## src/include/switch_settings.svh

```systemverilog
`ifndef SWITCH_SETTINGS_SVH
`define SWITCH_SETTINGS_SVH

// switch geometry.
`define SW_PORTS 4
`define SW_PRIORS 4
`define SW_SLOTS 4
`define SW_WORDS 8

// data path width.
`define SW_DATA_W 16

// header word fields.
`define SW_DEST_LSB 0
`define SW_PRIOR_LSB 4

`endif

```

## src/switch_pkg.sv

```systemverilog
`default_nettype none
`include "switch_settings.svh"

package switch_pkg;

    typedef logic [`SW_PORTS-1:0] port_vec_t;               // one bit per port or bank.
    typedef logic [$clog2(`SW_PORTS)-1:0] port_id_t;
    typedef logic [$clog2(`SW_PRIORS)-1:0] prior_t;
    typedef logic [$clog2(`SW_SLOTS)-1:0] slot_idx_t;
    typedef logic [$clog2(`SW_SLOTS+1)-1:0] slot_cnt_t;     // free slots in one bank.
    typedef logic [$clog2(`SW_WORDS)-1:0] word_idx_t;
    typedef logic [$clog2(`SW_WORDS)-1:0] len_t;            // words minus one.
    typedef logic [`SW_DATA_W-1:0] data_t;

    // global slot address, bank in the upper bits.
    typedef struct packed {
        port_id_t  bank;
        slot_idx_t slot;
    } slot_addr_t;

    typedef enum logic [1:0] {WR_IDLE, WR_BODY, WR_JOIN} wr_state_t;
    typedef enum logic [1:0] {RD_IDLE, RD_WAIT_BANK, RD_STREAM} rd_state_t;

    // first requester at or after start, wrapping.
    function automatic port_id_t rr_pick(input port_vec_t req, input port_id_t start);
        port_id_t pick;
        pick = start;
        for (int i = `SW_PORTS - 1; i >= 0; i--) begin
            if (req[port_id_t'(start + i)]) begin
                pick = port_id_t'(start + i);   // lowest offset wins.
            end
        end
        return pick;
    endfunction

endpackage

`default_nettype wire

```

## src/port_wr_frontend.sv

```systemverilog
`timescale 1ns/10ps
`default_nettype none
`include "switch_settings.svh"

module port_wr_frontend
    import switch_pkg::*;
#(
    parameter port_id_t BANK = '0
) (
    input  logic       clk,
    input  logic       rst_n,
    input  logic       wr_sop,
    input  logic       wr_eop,
    input  logic       wr_vld,
    input  data_t      wr_data,
    input  logic       has_free,
    input  slot_idx_t  free_slot,
    input  logic       join_gnt,
    output logic       pause,
    output logic       mem_we,
    output slot_idx_t  mem_slot,
    output word_idx_t  mem_word,
    output data_t      mem_data,
    output logic       len_we,
    output len_t       len,
    output logic       join_req,
    output port_id_t   join_dest,
    output prior_t     join_prior,
    output slot_addr_t join_addr
);

    wr_state_t state;
    slot_idx_t slot_q;
    word_idx_t cnt;                                 // next word index in the body.
    logic      take_sop;

    assign take_sop = (state == WR_IDLE) && wr_vld && wr_sop;

    // word 0 goes straight into the slot the bank offers.
    assign mem_we   = take_sop || (state == WR_BODY && wr_vld);
    assign mem_slot = (state == WR_IDLE) ? free_slot : slot_q;
    assign mem_word = (state == WR_IDLE) ? '0 : cnt;
    assign mem_data = wr_data;
    assign len_we   = mem_we && wr_eop;
    assign len      = len_t'(mem_word);             // index of the last word.

    assign pause     = (state == WR_JOIN) || (state == WR_IDLE && !has_free);
    assign join_req  = (state == WR_JOIN);
    assign join_addr = '{bank: BANK, slot: slot_q};

    always_ff @(posedge clk) begin
        if (!rst_n) begin
            state <= WR_IDLE;
        end else begin
            case (state)
                WR_IDLE: if (take_sop) state <= wr_eop ? WR_JOIN : WR_BODY;
                WR_BODY: if (wr_vld && wr_eop) state <= WR_JOIN;
                WR_JOIN: if (join_gnt) state <= WR_IDLE;  // held until the arbiter takes it.
                default: state <= WR_IDLE;
            endcase
        end
    end

    always_ff @(posedge clk) begin
        if (take_sop) begin
            slot_q     <= free_slot;
            join_dest  <= wr_data[`SW_DEST_LSB +: $bits(port_id_t)];
            join_prior <= wr_data[`SW_PRIOR_LSB +: $bits(prior_t)];
            cnt        <= word_idx_t'(1);
        end else if (mem_we) begin
            cnt <= cnt + 1'b1;
        end
    end

    a_no_sop_paused: assert property (@(posedge clk) disable iff (!rst_n)
        pause |-> !(wr_vld && wr_sop));

    // the last word a slot can hold must close the packet.
    a_max_words: assert property (@(posedge clk) disable iff (!rst_n)
        (state == WR_BODY && wr_vld && cnt == word_idx_t'(`SW_WORDS - 1)) |-> wr_eop);

endmodule

`default_nettype wire

```

## src/sram_bank.sv

```systemverilog
`timescale 1ns/10ps
`default_nettype none
`include "switch_settings.svh"

module sram_bank
    import switch_pkg::*;
(
    input  logic      clk,
    input  logic      rst_n,
    input  logic      mem_we,
    input  slot_idx_t mem_slot,
    input  word_idx_t mem_word,
    input  data_t     mem_data,
    input  logic      len_we,
    input  len_t      len,
    input  port_vec_t rd_req,
    input  slot_idx_t rd_slot_in [`SW_PORTS],
    output logic      has_free,
    output slot_idx_t free_slot,
    output slot_cnt_t free_cnt,
    output port_vec_t rd_gnt,
    output logic      bank_vld,
    output data_t     bank_data,
    output logic      bank_last
);

    data_t                mem [`SW_SLOTS * `SW_WORDS];
    len_t                 len_tab [`SW_SLOTS];
    logic [`SW_SLOTS-1:0] free_map;                 // set bit means slot is free.
    logic                 busy;
    slot_idx_t            rd_slot_q;
    word_idx_t            rd_word_q;
    port_id_t             rr_ptr;
    port_id_t             win;

    always_ff @(posedge clk) begin
        if (mem_we) mem[{mem_slot, mem_word}] <= mem_data;
        if (len_we) len_tab[mem_slot] <= len;
    end

    // lowest free slot is offered next.
    always_comb begin
        free_slot = '0;
        free_cnt  = '0;
        for (int s = `SW_SLOTS - 1; s >= 0; s--) begin
            if (free_map[s]) begin
                free_slot = slot_idx_t'(s);
                free_cnt  = free_cnt + 1'b1;
            end
        end
    end

    assign has_free = |free_map;

    always_ff @(posedge clk) begin
        if (!rst_n) begin
            free_map <= '1;
        end else begin
            if (mem_we && mem_word == '0) free_map[mem_slot] <= 1'b0;   // reserve on word 0.
            if (bank_last) free_map[rd_slot_q] <= 1'b1;
        end
    end

    // one out port at a time, granted only while idle.
    assign win    = rr_pick(rd_req, rr_ptr);
    assign rd_gnt = (!busy && |rd_req) ? (port_vec_t'(1) << win) : '0;

    always_ff @(posedge clk) begin
        if (!rst_n) begin
            busy   <= 1'b0;
            rr_ptr <= '0;
        end else if (!busy) begin
            if (|rd_req) begin
                busy   <= 1'b1;
                rr_ptr <= win + 1'b1;
            end
        end else if (bank_last) begin
            busy <= 1'b0;
        end
    end

    always_ff @(posedge clk) begin
        if (!busy && |rd_req) begin
            rd_slot_q <= rd_slot_in[win];
            rd_word_q <= '0;
        end else if (busy) begin
            rd_word_q <= rd_word_q + 1'b1;
        end
    end

    assign bank_vld  = busy;                        // first word the cycle after grant.
    assign bank_data = mem[{rd_slot_q, rd_word_q}];
    assign bank_last = busy && (rd_word_q == len_tab[rd_slot_q]);

    a_read_not_free: assert property (@(posedge clk) disable iff (!rst_n)
        busy |-> !free_map[rd_slot_q]);

endmodule

`default_nettype wire

```

## src/join_arbiter.sv

```systemverilog
`timescale 1ns/10ps
`default_nettype none
`include "switch_settings.svh"

module join_arbiter
    import switch_pkg::*;
(
    input  logic       clk,
    input  logic       rst_n,
    input  port_vec_t  join_req,
    input  port_id_t   join_dest [`SW_PORTS],
    input  prior_t     join_prior [`SW_PORTS],
    input  slot_addr_t join_addr [`SW_PORTS],
    output port_vec_t  join_gnt,
    output port_vec_t  enq,
    output prior_t     enq_prior,
    output slot_addr_t enq_addr
);

    port_id_t rr_ptr;                               // first port tried this cycle.
    port_id_t win;

    assign win = rr_pick(join_req, rr_ptr);

    // grant and enqueue land on the same edge.
    assign join_gnt  = (|join_req) ? (port_vec_t'(1) << win) : '0;
    assign enq       = (|join_req) ? (port_vec_t'(1) << join_dest[win]) : '0;
    assign enq_prior = join_prior[win];
    assign enq_addr  = join_addr[win];

    always_ff @(posedge clk) begin
        if (!rst_n) begin
            rr_ptr <= '0;
        end else if (|join_req) begin
            rr_ptr <= win + 1'b1;                   // start after the last winner.
        end
    end

endmodule

`default_nettype wire

```

## src/port_queue_mgr.sv

```systemverilog
`timescale 1ns/10ps
`default_nettype none
`include "switch_settings.svh"

module port_queue_mgr
    import switch_pkg::*;
(
    input  logic       clk,
    input  logic       rst_n,
    input  logic       enq,
    input  prior_t     enq_prior,
    input  slot_addr_t enq_addr,
    input  logic       pop,
    output slot_addr_t head_addr,
    output logic       has_pkt
);

    // a queue never holds more entries than there are slots.
    localparam int DEPTH = `SW_PORTS * `SW_SLOTS;
    localparam int PW    = $clog2(DEPTH);

    slot_addr_t            fifo_mem [`SW_PRIORS][DEPTH];
    logic [PW:0]           wr_ptr [`SW_PRIORS];     // extra bit tells full from empty.
    logic [PW:0]           rd_ptr [`SW_PRIORS];
    logic [`SW_PRIORS-1:0] empty;
    logic [`SW_PRIORS-1:0] full;
    prior_t                head_prior;

    for (genvar p = 0; p < `SW_PRIORS; p++) begin : g_flags
        assign empty[p] = (wr_ptr[p] == rd_ptr[p]);
        assign full[p]  = ((wr_ptr[p] ^ rd_ptr[p]) == {1'b1, {PW{1'b0}}});
    end

    // strict priority, 0 first.
    always_comb begin
        head_prior = '0;
        for (int p = `SW_PRIORS - 1; p >= 0; p--) begin
            if (!empty[p]) head_prior = prior_t'(p);
        end
    end

    assign has_pkt   = |(~empty);
    assign head_addr = fifo_mem[head_prior][rd_ptr[head_prior][PW-1:0]];

    always_ff @(posedge clk) begin
        if (!rst_n) begin
            for (int p = 0; p < `SW_PRIORS; p++) begin
                wr_ptr[p] <= '0;
                rd_ptr[p] <= '0;
            end
        end else begin
            if (enq) wr_ptr[enq_prior] <= wr_ptr[enq_prior] + 1'b1;
            if (pop) rd_ptr[head_prior] <= rd_ptr[head_prior] + 1'b1;
        end
    end

    always_ff @(posedge clk) begin
        if (enq) fifo_mem[enq_prior][wr_ptr[enq_prior][PW-1:0]] <= enq_addr;
    end

    a_pop_nonempty: assert property (@(posedge clk) disable iff (!rst_n)
        pop |-> has_pkt);

    a_enq_not_full: assert property (@(posedge clk) disable iff (!rst_n)
        enq |-> !full[enq_prior]);

endmodule

`default_nettype wire

```

## src/port_rd_frontend.sv

```systemverilog
`timescale 1ns/10ps
`default_nettype none
`include "switch_settings.svh"

module port_rd_frontend
    import switch_pkg::*;
(
    input  logic       clk,
    input  logic       rst_n,
    input  logic       ready,
    input  logic       has_pkt,
    input  slot_addr_t head_addr,
    input  logic       gnt,
    input  logic       bank_vld [`SW_PORTS],
    input  data_t      bank_data [`SW_PORTS],
    input  logic       bank_last [`SW_PORTS],
    output logic       pop,
    output port_vec_t  bank_req,
    output slot_idx_t  rd_slot,
    output logic       rd_sop,
    output logic       rd_eop,
    output logic       rd_vld,
    output data_t      rd_data
);

    rd_state_t state;
    port_id_t  cur_bank;                            // bank streaming to this port.
    logic      first_q;

    // request tracks the queue head until granted, so a later
    // higher priority packet still goes first.
    assign rd_slot  = head_addr.slot;
    assign bank_req = (state == RD_WAIT_BANK) ? (port_vec_t'(1) << head_addr.bank) : '0;
    assign pop      = (state == RD_WAIT_BANK) && gnt;

    assign rd_vld  = (state == RD_STREAM) && bank_vld[cur_bank];
    assign rd_sop  = rd_vld && first_q;
    assign rd_eop  = rd_vld && bank_last[cur_bank];
    assign rd_data = bank_data[cur_bank];

    always_ff @(posedge clk) begin
        if (!rst_n) begin
            state   <= RD_IDLE;
            first_q <= 1'b0;
        end else begin
            case (state)
                RD_IDLE: if (ready && has_pkt) state <= RD_WAIT_BANK;  // ready sampled here only.
                RD_WAIT_BANK: begin
                    if (gnt) begin
                        state   <= RD_STREAM;
                        first_q <= 1'b1;
                    end
                end
                RD_STREAM: begin
                    if (rd_vld) first_q <= 1'b0;
                    if (rd_eop) state <= RD_IDLE;
                end
                default: state <= RD_IDLE;
            endcase
        end
    end

    always_ff @(posedge clk) begin
        if (pop) cur_bank <= head_addr.bank;
    end

    // the bank never gaps a packet once it has started.
    a_contiguous: assert property (@(posedge clk) disable iff (!rst_n)
        state == RD_STREAM |-> bank_vld[cur_bank]);

endmodule

`default_nettype wire

```

## src/hydra_switch.sv

```systemverilog
`timescale 1ns/10ps
`default_nettype none
`include "switch_settings.svh"

module hydra_switch
    import switch_pkg::*;
(
    input  logic      clk,
    input  logic      rst_n,
    input  port_vec_t wr_sop,
    input  port_vec_t wr_eop,
    input  port_vec_t wr_vld,
    input  data_t     wr_data [`SW_PORTS],
    output port_vec_t pause,
    output logic      full,
    output logic      almost_full,
    input  port_vec_t ready,
    output port_vec_t rd_sop,
    output port_vec_t rd_eop,
    output port_vec_t rd_vld,
    output data_t     rd_data [`SW_PORTS]
);

    localparam int TOTAL_SLOTS = `SW_PORTS * `SW_SLOTS;

    logic       mem_we [`SW_PORTS];
    slot_idx_t  mem_slot [`SW_PORTS];
    word_idx_t  mem_word [`SW_PORTS];
    data_t      mem_data [`SW_PORTS];
    logic       len_we [`SW_PORTS];
    len_t       len [`SW_PORTS];
    logic       has_free [`SW_PORTS];
    slot_idx_t  free_slot [`SW_PORTS];
    slot_cnt_t  free_cnt [`SW_PORTS];
    port_vec_t  join_req;
    port_vec_t  join_gnt;
    port_id_t   join_dest [`SW_PORTS];
    prior_t     join_prior [`SW_PORTS];
    slot_addr_t join_addr [`SW_PORTS];
    port_vec_t  enq;
    prior_t     enq_prior;
    slot_addr_t enq_addr;
    port_vec_t  pop;
    port_vec_t  has_pkt;
    slot_addr_t head_addr [`SW_PORTS];
    port_vec_t  bank_req [`SW_PORTS];               // per out port, one bit per bank.
    port_vec_t  bank_rd_req [`SW_PORTS];            // per bank, one bit per out port.
    port_vec_t  rd_gnt [`SW_PORTS];
    port_vec_t  gnt;
    slot_idx_t  rd_slot [`SW_PORTS];
    logic       bank_vld [`SW_PORTS];
    data_t      bank_data [`SW_PORTS];
    logic       bank_last [`SW_PORTS];
    logic [$clog2(TOTAL_SLOTS+1)-1:0] free_total;

    // turn out port requests around to the banks, and grants back.
    always_comb begin
        gnt = '0;
        for (int b = 0; b < `SW_PORTS; b++) begin
            for (int o = 0; o < `SW_PORTS; o++) begin
                bank_rd_req[b][o] = bank_req[o][b];
                gnt[o] = gnt[o] | rd_gnt[b][o];
            end
        end
    end

    for (genvar p = 0; p < `SW_PORTS; p++) begin : g_port
        port_wr_frontend #(.BANK(port_id_t'(p))) u_wr (
            .clk(clk), .rst_n(rst_n),
            .wr_sop(wr_sop[p]), .wr_eop(wr_eop[p]), .wr_vld(wr_vld[p]),
            .wr_data(wr_data[p]), .has_free(has_free[p]), .free_slot(free_slot[p]),
            .join_gnt(join_gnt[p]), .pause(pause[p]),
            .mem_we(mem_we[p]), .mem_slot(mem_slot[p]), .mem_word(mem_word[p]),
            .mem_data(mem_data[p]), .len_we(len_we[p]), .len(len[p]),
            .join_req(join_req[p]), .join_dest(join_dest[p]),
            .join_prior(join_prior[p]), .join_addr(join_addr[p])
        );

        sram_bank u_bank (
            .clk(clk), .rst_n(rst_n),
            .mem_we(mem_we[p]), .mem_slot(mem_slot[p]), .mem_word(mem_word[p]),
            .mem_data(mem_data[p]), .len_we(len_we[p]), .len(len[p]),
            .rd_req(bank_rd_req[p]), .rd_slot_in(rd_slot),
            .has_free(has_free[p]), .free_slot(free_slot[p]), .free_cnt(free_cnt[p]),
            .rd_gnt(rd_gnt[p]), .bank_vld(bank_vld[p]),
            .bank_data(bank_data[p]), .bank_last(bank_last[p])
        );

        port_queue_mgr u_queue (
            .clk(clk), .rst_n(rst_n),
            .enq(enq[p]), .enq_prior(enq_prior), .enq_addr(enq_addr),
            .pop(pop[p]), .head_addr(head_addr[p]), .has_pkt(has_pkt[p])
        );

        port_rd_frontend u_rd (
            .clk(clk), .rst_n(rst_n),
            .ready(ready[p]), .has_pkt(has_pkt[p]), .head_addr(head_addr[p]),
            .gnt(gnt[p]), .bank_vld(bank_vld), .bank_data(bank_data),
            .bank_last(bank_last), .pop(pop[p]), .bank_req(bank_req[p]),
            .rd_slot(rd_slot[p]), .rd_sop(rd_sop[p]), .rd_eop(rd_eop[p]),
            .rd_vld(rd_vld[p]), .rd_data(rd_data[p])
        );
    end

    join_arbiter u_join (
        .clk(clk), .rst_n(rst_n),
        .join_req(join_req), .join_dest(join_dest), .join_prior(join_prior),
        .join_addr(join_addr), .join_gnt(join_gnt),
        .enq(enq), .enq_prior(enq_prior), .enq_addr(enq_addr)
    );

    always_comb begin
        free_total = '0;
        for (int b = 0; b < `SW_PORTS; b++) begin
            free_total = free_total + free_cnt[b];
        end
    end

    always_ff @(posedge clk) begin
        if (!rst_n) begin
            full        <= 1'b0;
            almost_full <= 1'b0;
        end else begin
            full        <= (free_total == '0);
            almost_full <= (free_total < TOTAL_SLOTS / 2);    // under half free.
        end
    end

endmodule

`default_nettype wire

```

## config.mk

```make
export PLATFORM = sky130hd
export DESIGN_NAME = hydra_switch
export DESIGN_NICKNAME = d
export VERILOG_FILES = /design/src/switch_pkg.sv /design/src/port_wr_frontend.sv /design/src/sram_bank.sv /design/src/join_arbiter.sv /design/src/port_queue_mgr.sv /design/src/port_rd_frontend.sv /design/src/hydra_switch.sv
export VERILOG_INCLUDE_DIRS = /design/src /design/src/include
export SDC_FILE = /design/constraint.sdc
export NUM_CORES = 2
export LEC_CHECK = 0
export BUFFER_PORTS_ARGS = -buffer_cell sky130_fd_sc_hd__buf_4
export CORE_ASPECT_RATIO = 1.1
export CORE_MARGIN = 2
export CORE_UTILIZATION = 40
export DETAILED_ROUTE_END_ITERATION = 10
export PLACE_DENSITY = 0.54
export SLEW_MARGIN = 20
export SYNTH_ARGS = -nofsm -noshare
export SYNTH_HDL_FRONTEND = slang
export SYNTH_SLANG_ARGS = --single-unit
```

## constraint.sdc

```tcl
create_clock -name clk -period 15.1 [get_ports clk]
set_input_delay 3.775 -clock clk [delete_from_list [all_inputs] [get_ports clk]]
set_output_delay 3.775 -clock clk [all_outputs]
set_load 0.1 [all_outputs]
```

### Word level (Yosys, flattened, before mapping)

Memories as Yosys holds them, arrays and structs flattened. A register that Yosys moved wholly into a read port is not among the register bits.
Index checks and enable logic that the tools add are counted.

| operators by class | value |
|---|---|
| bitwise operators | 49 |
| reductions and logical operators | 138 |
| shift-type cells | 10 |
| equal/unequal tests | 64 |
| $add $sub $neg | 51 |
| order comparisons | 58 |
| multiplexer cells | 364 |

Operator list:

| operator | count |
|---|---|
| $mux W64 | 4 |
| $mux W2 | 108 |
| $mux W4 | 36 |
| $bmux W16 S2 | 4 |
| $mux W16 | 8 |
| $mux W1 | 117 |
| $lt A2 B3 Y1 const B | 28 |
| $eq A5 B5 Y1 | 16 |
| $logic_and A1 B1 Y1 | 68 |
| $bmux W4 S4 | 4 |
| $demux W4 S4 | 4 |
| $bmux W1 S2 | 28 |
| $reduce_or A4 Y1 | 13 |
| $add A3 B1 Y3 const B | 16 |
| $mux W3 | 16 |
| $pmux W2 S3 | 8 |
| $add A5 B1 Y5 const B | 8 |
| $ge A5 B5 Y1 const B | 8 |
| $mux W5 | 8 |
| $ne A2 B1 Y1 const B | 20 |
| $not A4 Y5 | 8 |
| $reduce_or A5 Y1 | 8 |
| $shl A1 B2 Y4 const A | 10 |
| $reduce_and A3 Y1 | 12 |
| other kinds (31) | 174 |

| word-level totals | value |
|---|---|
| output and inout bits | 82 |
| input bits | 82 |
| bits in registers | 116 |
| word-level logic and storage cells | 809 |
| bits in writable memories | 3280 |
| memories kept | 20 |

Memories:

| memory | words | bits a word | rd ports | clocked after Yosys merged registers in | wr ports | line | text |
|---|---|---|---|---|---|---|---|
| g_port[0].u_bank.mem | 32 | 16 | 1 | 0 | 1 | sram_bank.sv:27 | `` data_t mem [`SW_SLOTS * `SW_WORDS]; `` |
| g_port[1].u_bank.mem | 32 | 16 | 1 | 0 | 1 | sram_bank.sv:27 |  |
| g_port[2].u_bank.mem | 32 | 16 | 1 | 0 | 1 | sram_bank.sv:27 |  |
| g_port[3].u_bank.mem | 32 | 16 | 1 | 0 | 1 | sram_bank.sv:27 |  |
| g_port[0].u_queue.fifo_mem | 4 | 64 | 1 | 0 | 1 | port_queue_mgr.sv:22 | `` slot_addr_t fifo_mem [`SW_PRIORS][DEPTH]; `` |
| g_port[1].u_queue.fifo_mem | 4 | 64 | 1 | 0 | 1 | port_queue_mgr.sv:22 |  |
| +14 memories | -- | -- | -- | -- | -- | -- |  |

### Longest topological paths before layout

An unclocked memory read counts as a cell.

| logic depth | value |
|---|---|
| depth after elaboration | 30 |
| depth in mapped cells | 27 |
| depth with buffers taken out | 22 |

### Hierarchy

Synthesis repeated with hierarchy kept, for this count alone.

| second synthesis, totals | value |
|---|---|
| cells, all modules | 7633 |
| area total of the unflattened synthesis | 139455.0 µm² |

By module, submodules not included:

| module | sequential area each (µm²) | area an instance (µm²) | cells an instance | instances |
|---|---|---|---|---|
| sram_bank | 16035.4 | 20981.4 | 902 | 4 |
| port_queue_mgr at g_port[1].u_queue ... | 8888.5 | 12300.5 | 879 | 2 |
| port_queue_mgr at g_port[0].u_queue | 8888.5 | 12309.3 | 842 | 1 |
| port_queue_mgr at g_port[3].u_queue | 8888.5 | 12303.0 | 879 | 1 |
| port_rd_frontend | 120.1 | 714.4 | 48 | 4 |
| port_wr_frontend at g_port[1].u_wr ... | 280.3 | 656.9 | 65 | 2 |
| port_wr_frontend at g_port[0].u_wr ... | 280.3 | 653.1 | 64 | 2 |
| join_arbiter | 40.0 | 549.3 | 72 | 1 |
| hydra_switch | 40.0 | 289.0 | 24 | 1 |

### Worst setup path before layout

No wires, ideal clock.

| timing | value |
|---|---|
| path type | register to register |
| from | reg g_port[0].u_wr.state[0] |
| to | mem g_port[0].u_queue.fifo_mem[0][0] in the netlist's numbering (data pin) |
| path buffers | 2 |
| cell stages (with the launch flop) | 9 |
| arrival time | 15140 ps |
| period minus slack after synthesis | 16727 ps |
| slack | -1627 ps |
| cells stage by stage | dfxtp_1 clkbuf_1 nand2b_1 nand3_1 nand3_1 o21ai_0 a21oi_1 clkbuf_1 a21oi_1 |

RTL lines:

| what | line | text |
|---|---|---|
| start, declared | port_wr_frontend.sv:32 | `wr_state_t state;` |
| start signal, assigned | port_wr_frontend.sv:56 | `WR_IDLE: if (take_sop) state <= wr_eop ? WR_JOIN : WR_BODY;` |
| end, declared | port_queue_mgr.sv:22 |  |

==> impl_metrics.csv <==
group,metric,value,unit
synthesis,ys_ff_latch,3404,
timing,fin_skew,0.0765,ns
floorplan,initial_core_util,0.401,
timing,maxSlewHeadroom,0.201,
run,drv_cap,0,
synthesis,yosys.area.top_type_share,0.709,
placement,hpwl,245,mm
finish,layout.cells.non_filler,13315,
timing,finalCriticalPeriod,9.32,ns
synthesis,yosysSeqAreaShare,0.721,
power_and_ir_drop,total_power,28.5,mW
global_routing,gr-total-overflow,0,
finish,final_cell_mix,"3320 x edfxtp_1, 630 x mux4_2, 556 x nor2_1",
synthesis,synthArstFlopShare,0,
critical_path,path_max_fanout,38,
critical_path,regToRegStartpoint,"g_port[3].u_queue.rd_ptr[0][0]",
clock_tree,htreeDepth,5,
finish,syn2layout_area_growth,13.6,%
floorplan,io_pins,164,
clock_tree,post-cts-setup-buffer-count,0,
outcome,status,"finished clean",
synthesis,synth_cells,8141,
timing,rsz0062_at_grt,"false",
detailed_routing,route.vias.total,78292,
synthesis,synth_ff_type,"edfxtp_1",
critical_path,critPathCaptureType,"primary output",
clock_tree,clkTransAtPathRegs,0.06,ns
detailed_routing,drtIter0Drc,8559,
floorplan,die-height,626,µm
power_and_ir_drop,cellLeakagePower,50.4,nW
global_routing,antenna_found_initial,10,
critical_path,cpMostUsedCell,"buf_4",
critical_path,path_buf_inv,3,
finish,mostFrequentLayoutCell,"edfxtp_1",
clock_tree,cts.sinks,3404,
placement,io_buffer_count,163,
finish,layout.nets,8585,
critical_path,slowest_delay,0.73,ns
critical_path,path_delay_family,"multiplexers",
timing,holdWs,0.451,ns
floorplan,core-area,350000,µm²
power_and_ir_drop,peakVddDrop,0.000504,V
timing,setup_viol,0,
global_routing,grt_pass1_vias,79015,
worst_hold_path,hp-start,"g_port[2].u_rd.first_q",
detailed_routing,wl_per_cell,29.6,µm
critical_path,cp-start-kind,"register",
critical_path,path_class,"register to primary output",
synthesis,postSynthAreaPerCell,17.3,µm²
detailed_routing,wirelength,394,mm
detailed_routing,final_antenna_net_count,0,
finish,final_core_util,0.456,
detailed_routing,dr.pass1.iters,8,
synthesis,yosysWarnings,0,
synthesis,syn-cell-area,141000,µm²
synthesis,synthTopCellsByArea,"edfxtp_1 71%, mux4_2 10%, mux2i_1 2.8%, nor2_1 1.7%, dfxtp_1 1.2%",
power_and_ir_drop,p_per_area,178,nW/µm²
clock_tree,cts_buffers,357,
clock_tree,cts_resized,0,
clock_tree,cts_tree,"built",
timing,hold_violations,0,
synthesis,syn-num-nets,8317,
critical_path,crit_slowest_cell,"buf_4",
floorplan,rows,228,
clock_tree,clkLatencyLatePin,0.96,ns
timing,worstMarginPinSlew,1.19,ns
worst_hold_path,hp-class,"register to register",
global_routing,grt.total_usage,0.217,
critical_path,cp_cell_sequence,"buf_4 > buf_4 > mux4_2 > mux2i_1 > o22ai_1 > or2_2 > mux4_2 > buf_4",
detailed_routing,route.detailed.drc,0,
critical_path,critPathRequiredTime,11.32,ns
timing,tns,0,ns
synthesis,synth-edff-count,3320,
floorplan,die_w,569,µm
timing,fmax,107,MHz
synthesis,synth_cell_types,108,
detailed_routing,viasPerCell,5.88,
clock_tree,cts_buffer_depth,4,
floorplan,fp.dieArea,356000,µm²
placement,dp.cells,12648,
critical_path,worstPathArrival,5.54,ns
clock_tree,clockRootBuffer,"clkbuf_16",
synthesis,synth.largest_area_cell,"edfxtp_1",
timing,fin_crit_sh,0.617,
global_routing,grt_start_max_net_pins,209,
placement,gp_congestion,0.878,
global_routing,grt_pass1_wl,566,mm
finish,drive_gt1_frac,0.212,
timing,maxSlewViolCount,0,
clock_tree,cts_hold_buf,0,
critical_path,cp-startpoint,"g_port[0].u_bank.rd_word_q[0]",
==> per-stage QoR <==
step | area [µm²] | worst slack, ns
2_1_floorplan | 141000 | 0.523
4_1_cts | 160000 | 5.62
5_1_grt | 160000 | 5.31
6_report | 160000 | 5.78
3_5_place_dp | 148000 | 6.64
3_3_place_gp | 148000 | 6.67
==> path summary, 6_finish.rpt <==
check | end | slack (ns) | cells past startpoint
max | rd_data[49] | 5.78 | 8
min | g_port[2].u_rd.first_q | 0.45 | 2
max reg2reg | g_port[2].u_queue.rd_ptr[3][1] | 6.47 | 22
min reg2reg | g_port[2].u_rd.first_q | 0.45 | 2
==> logic make-up after synthesis <==
family,count (synthesis),synth area share
DFF,3404,0.721
muxes,1063,0.132
xor gates and xnor gates,126,0.00785
AOI/OAI and AO/OA,1141,0.0576
and+or+nand+nor,1714,0.0557
adders and majority gates,94,0.00869
buffers and inverters,599,0.0169
==> worst register-to-register path, stage by stage (launching register included) <==
cell and delay, ns:
edfxtp_1 0.49, xor2_1 0.21, nor2_1 0.33, and2_1 0.89, nand2_1 0.26, o221ai_4 0.21
buf_4 0.41, inv_2 0.46, nor2_1 0.59, a22o_1 0.24, nor4_1 0.06, o32ai_2 0.90
inv_2 0.27, a2111oi_0 0.66, a221oi_2 0.12, and2_1 0.30, ha_1 0.21, nor2b_1 0.14
nand2_1 0.11, a21oi_1 0.10, a2111o_1 0.52, o21ai_1 0.43, o21ai_0 0.38
==> metal layers <==
metal  up-vias  wire length (µm)  global-route usage
met1     41460            166000               0.304
met2      2954            189000               0.353
met3       588             26000              0.0324
met4         2             12100              0.0650
li1      33288                 -                   -
met5         -                11                   0
==> synthesized netlist by cell type (all sizes together), types with 48 or more instances <==
cell type  instances
mux4             630
edfxtp          3320
xnor2             62
o221ai            48
nor2             626
o21ai            190
a221oi            58
a21oi            172
nand2            412
or2               86
inv              118
o22ai            186
nor3             163
xor2              64
and3              52
nand3            179
buf              183
ha                88
mux2i            394
clkbuf           296
o211ai            63
a211oi            83
dfxtp             84
==> registers in the layout (all words and copies together) (netlist names), 12 cells and up, named ones only <==
name / flops
g_port.u_bank.mem: 2048
g_port.u_queue.fifo_mem: 1024
g_port.u_queue.rd_ptr: 80
g_port.u_queue.wr_ptr: 80
g_port.u_bank.len_tab: 48
g_port.u_bank.free_map: 16
g_port.u_bank.rd_word_q: 12
g_port.u_wr.cnt: 12
==> power breakdown <==
group / switching [mW] / internal, mW / total (mW)
registers: 0.335 / 10.8 / 11.2
logic: 5.76 / 2.66 / 8.43
clock network: 3.75 / 5.11 / 8.86
total: 9.85 / 18.6 / 28.5
==> cell type report <==
class | count | area (µm²)
diodes | 9 | 22.5
inverters | 120 | 452
clock buffers | 445 | 9420
multi-input cells | 4138 | 37300
repair buffers | 388 | 3030
fillers | 30088 | 191000
clock inverters | 211 | 2320
well taps | 4600 | 5760
flip-flops and latches | 3404 | 101000
Note: power is estimated with default switching activity, not from simulation.
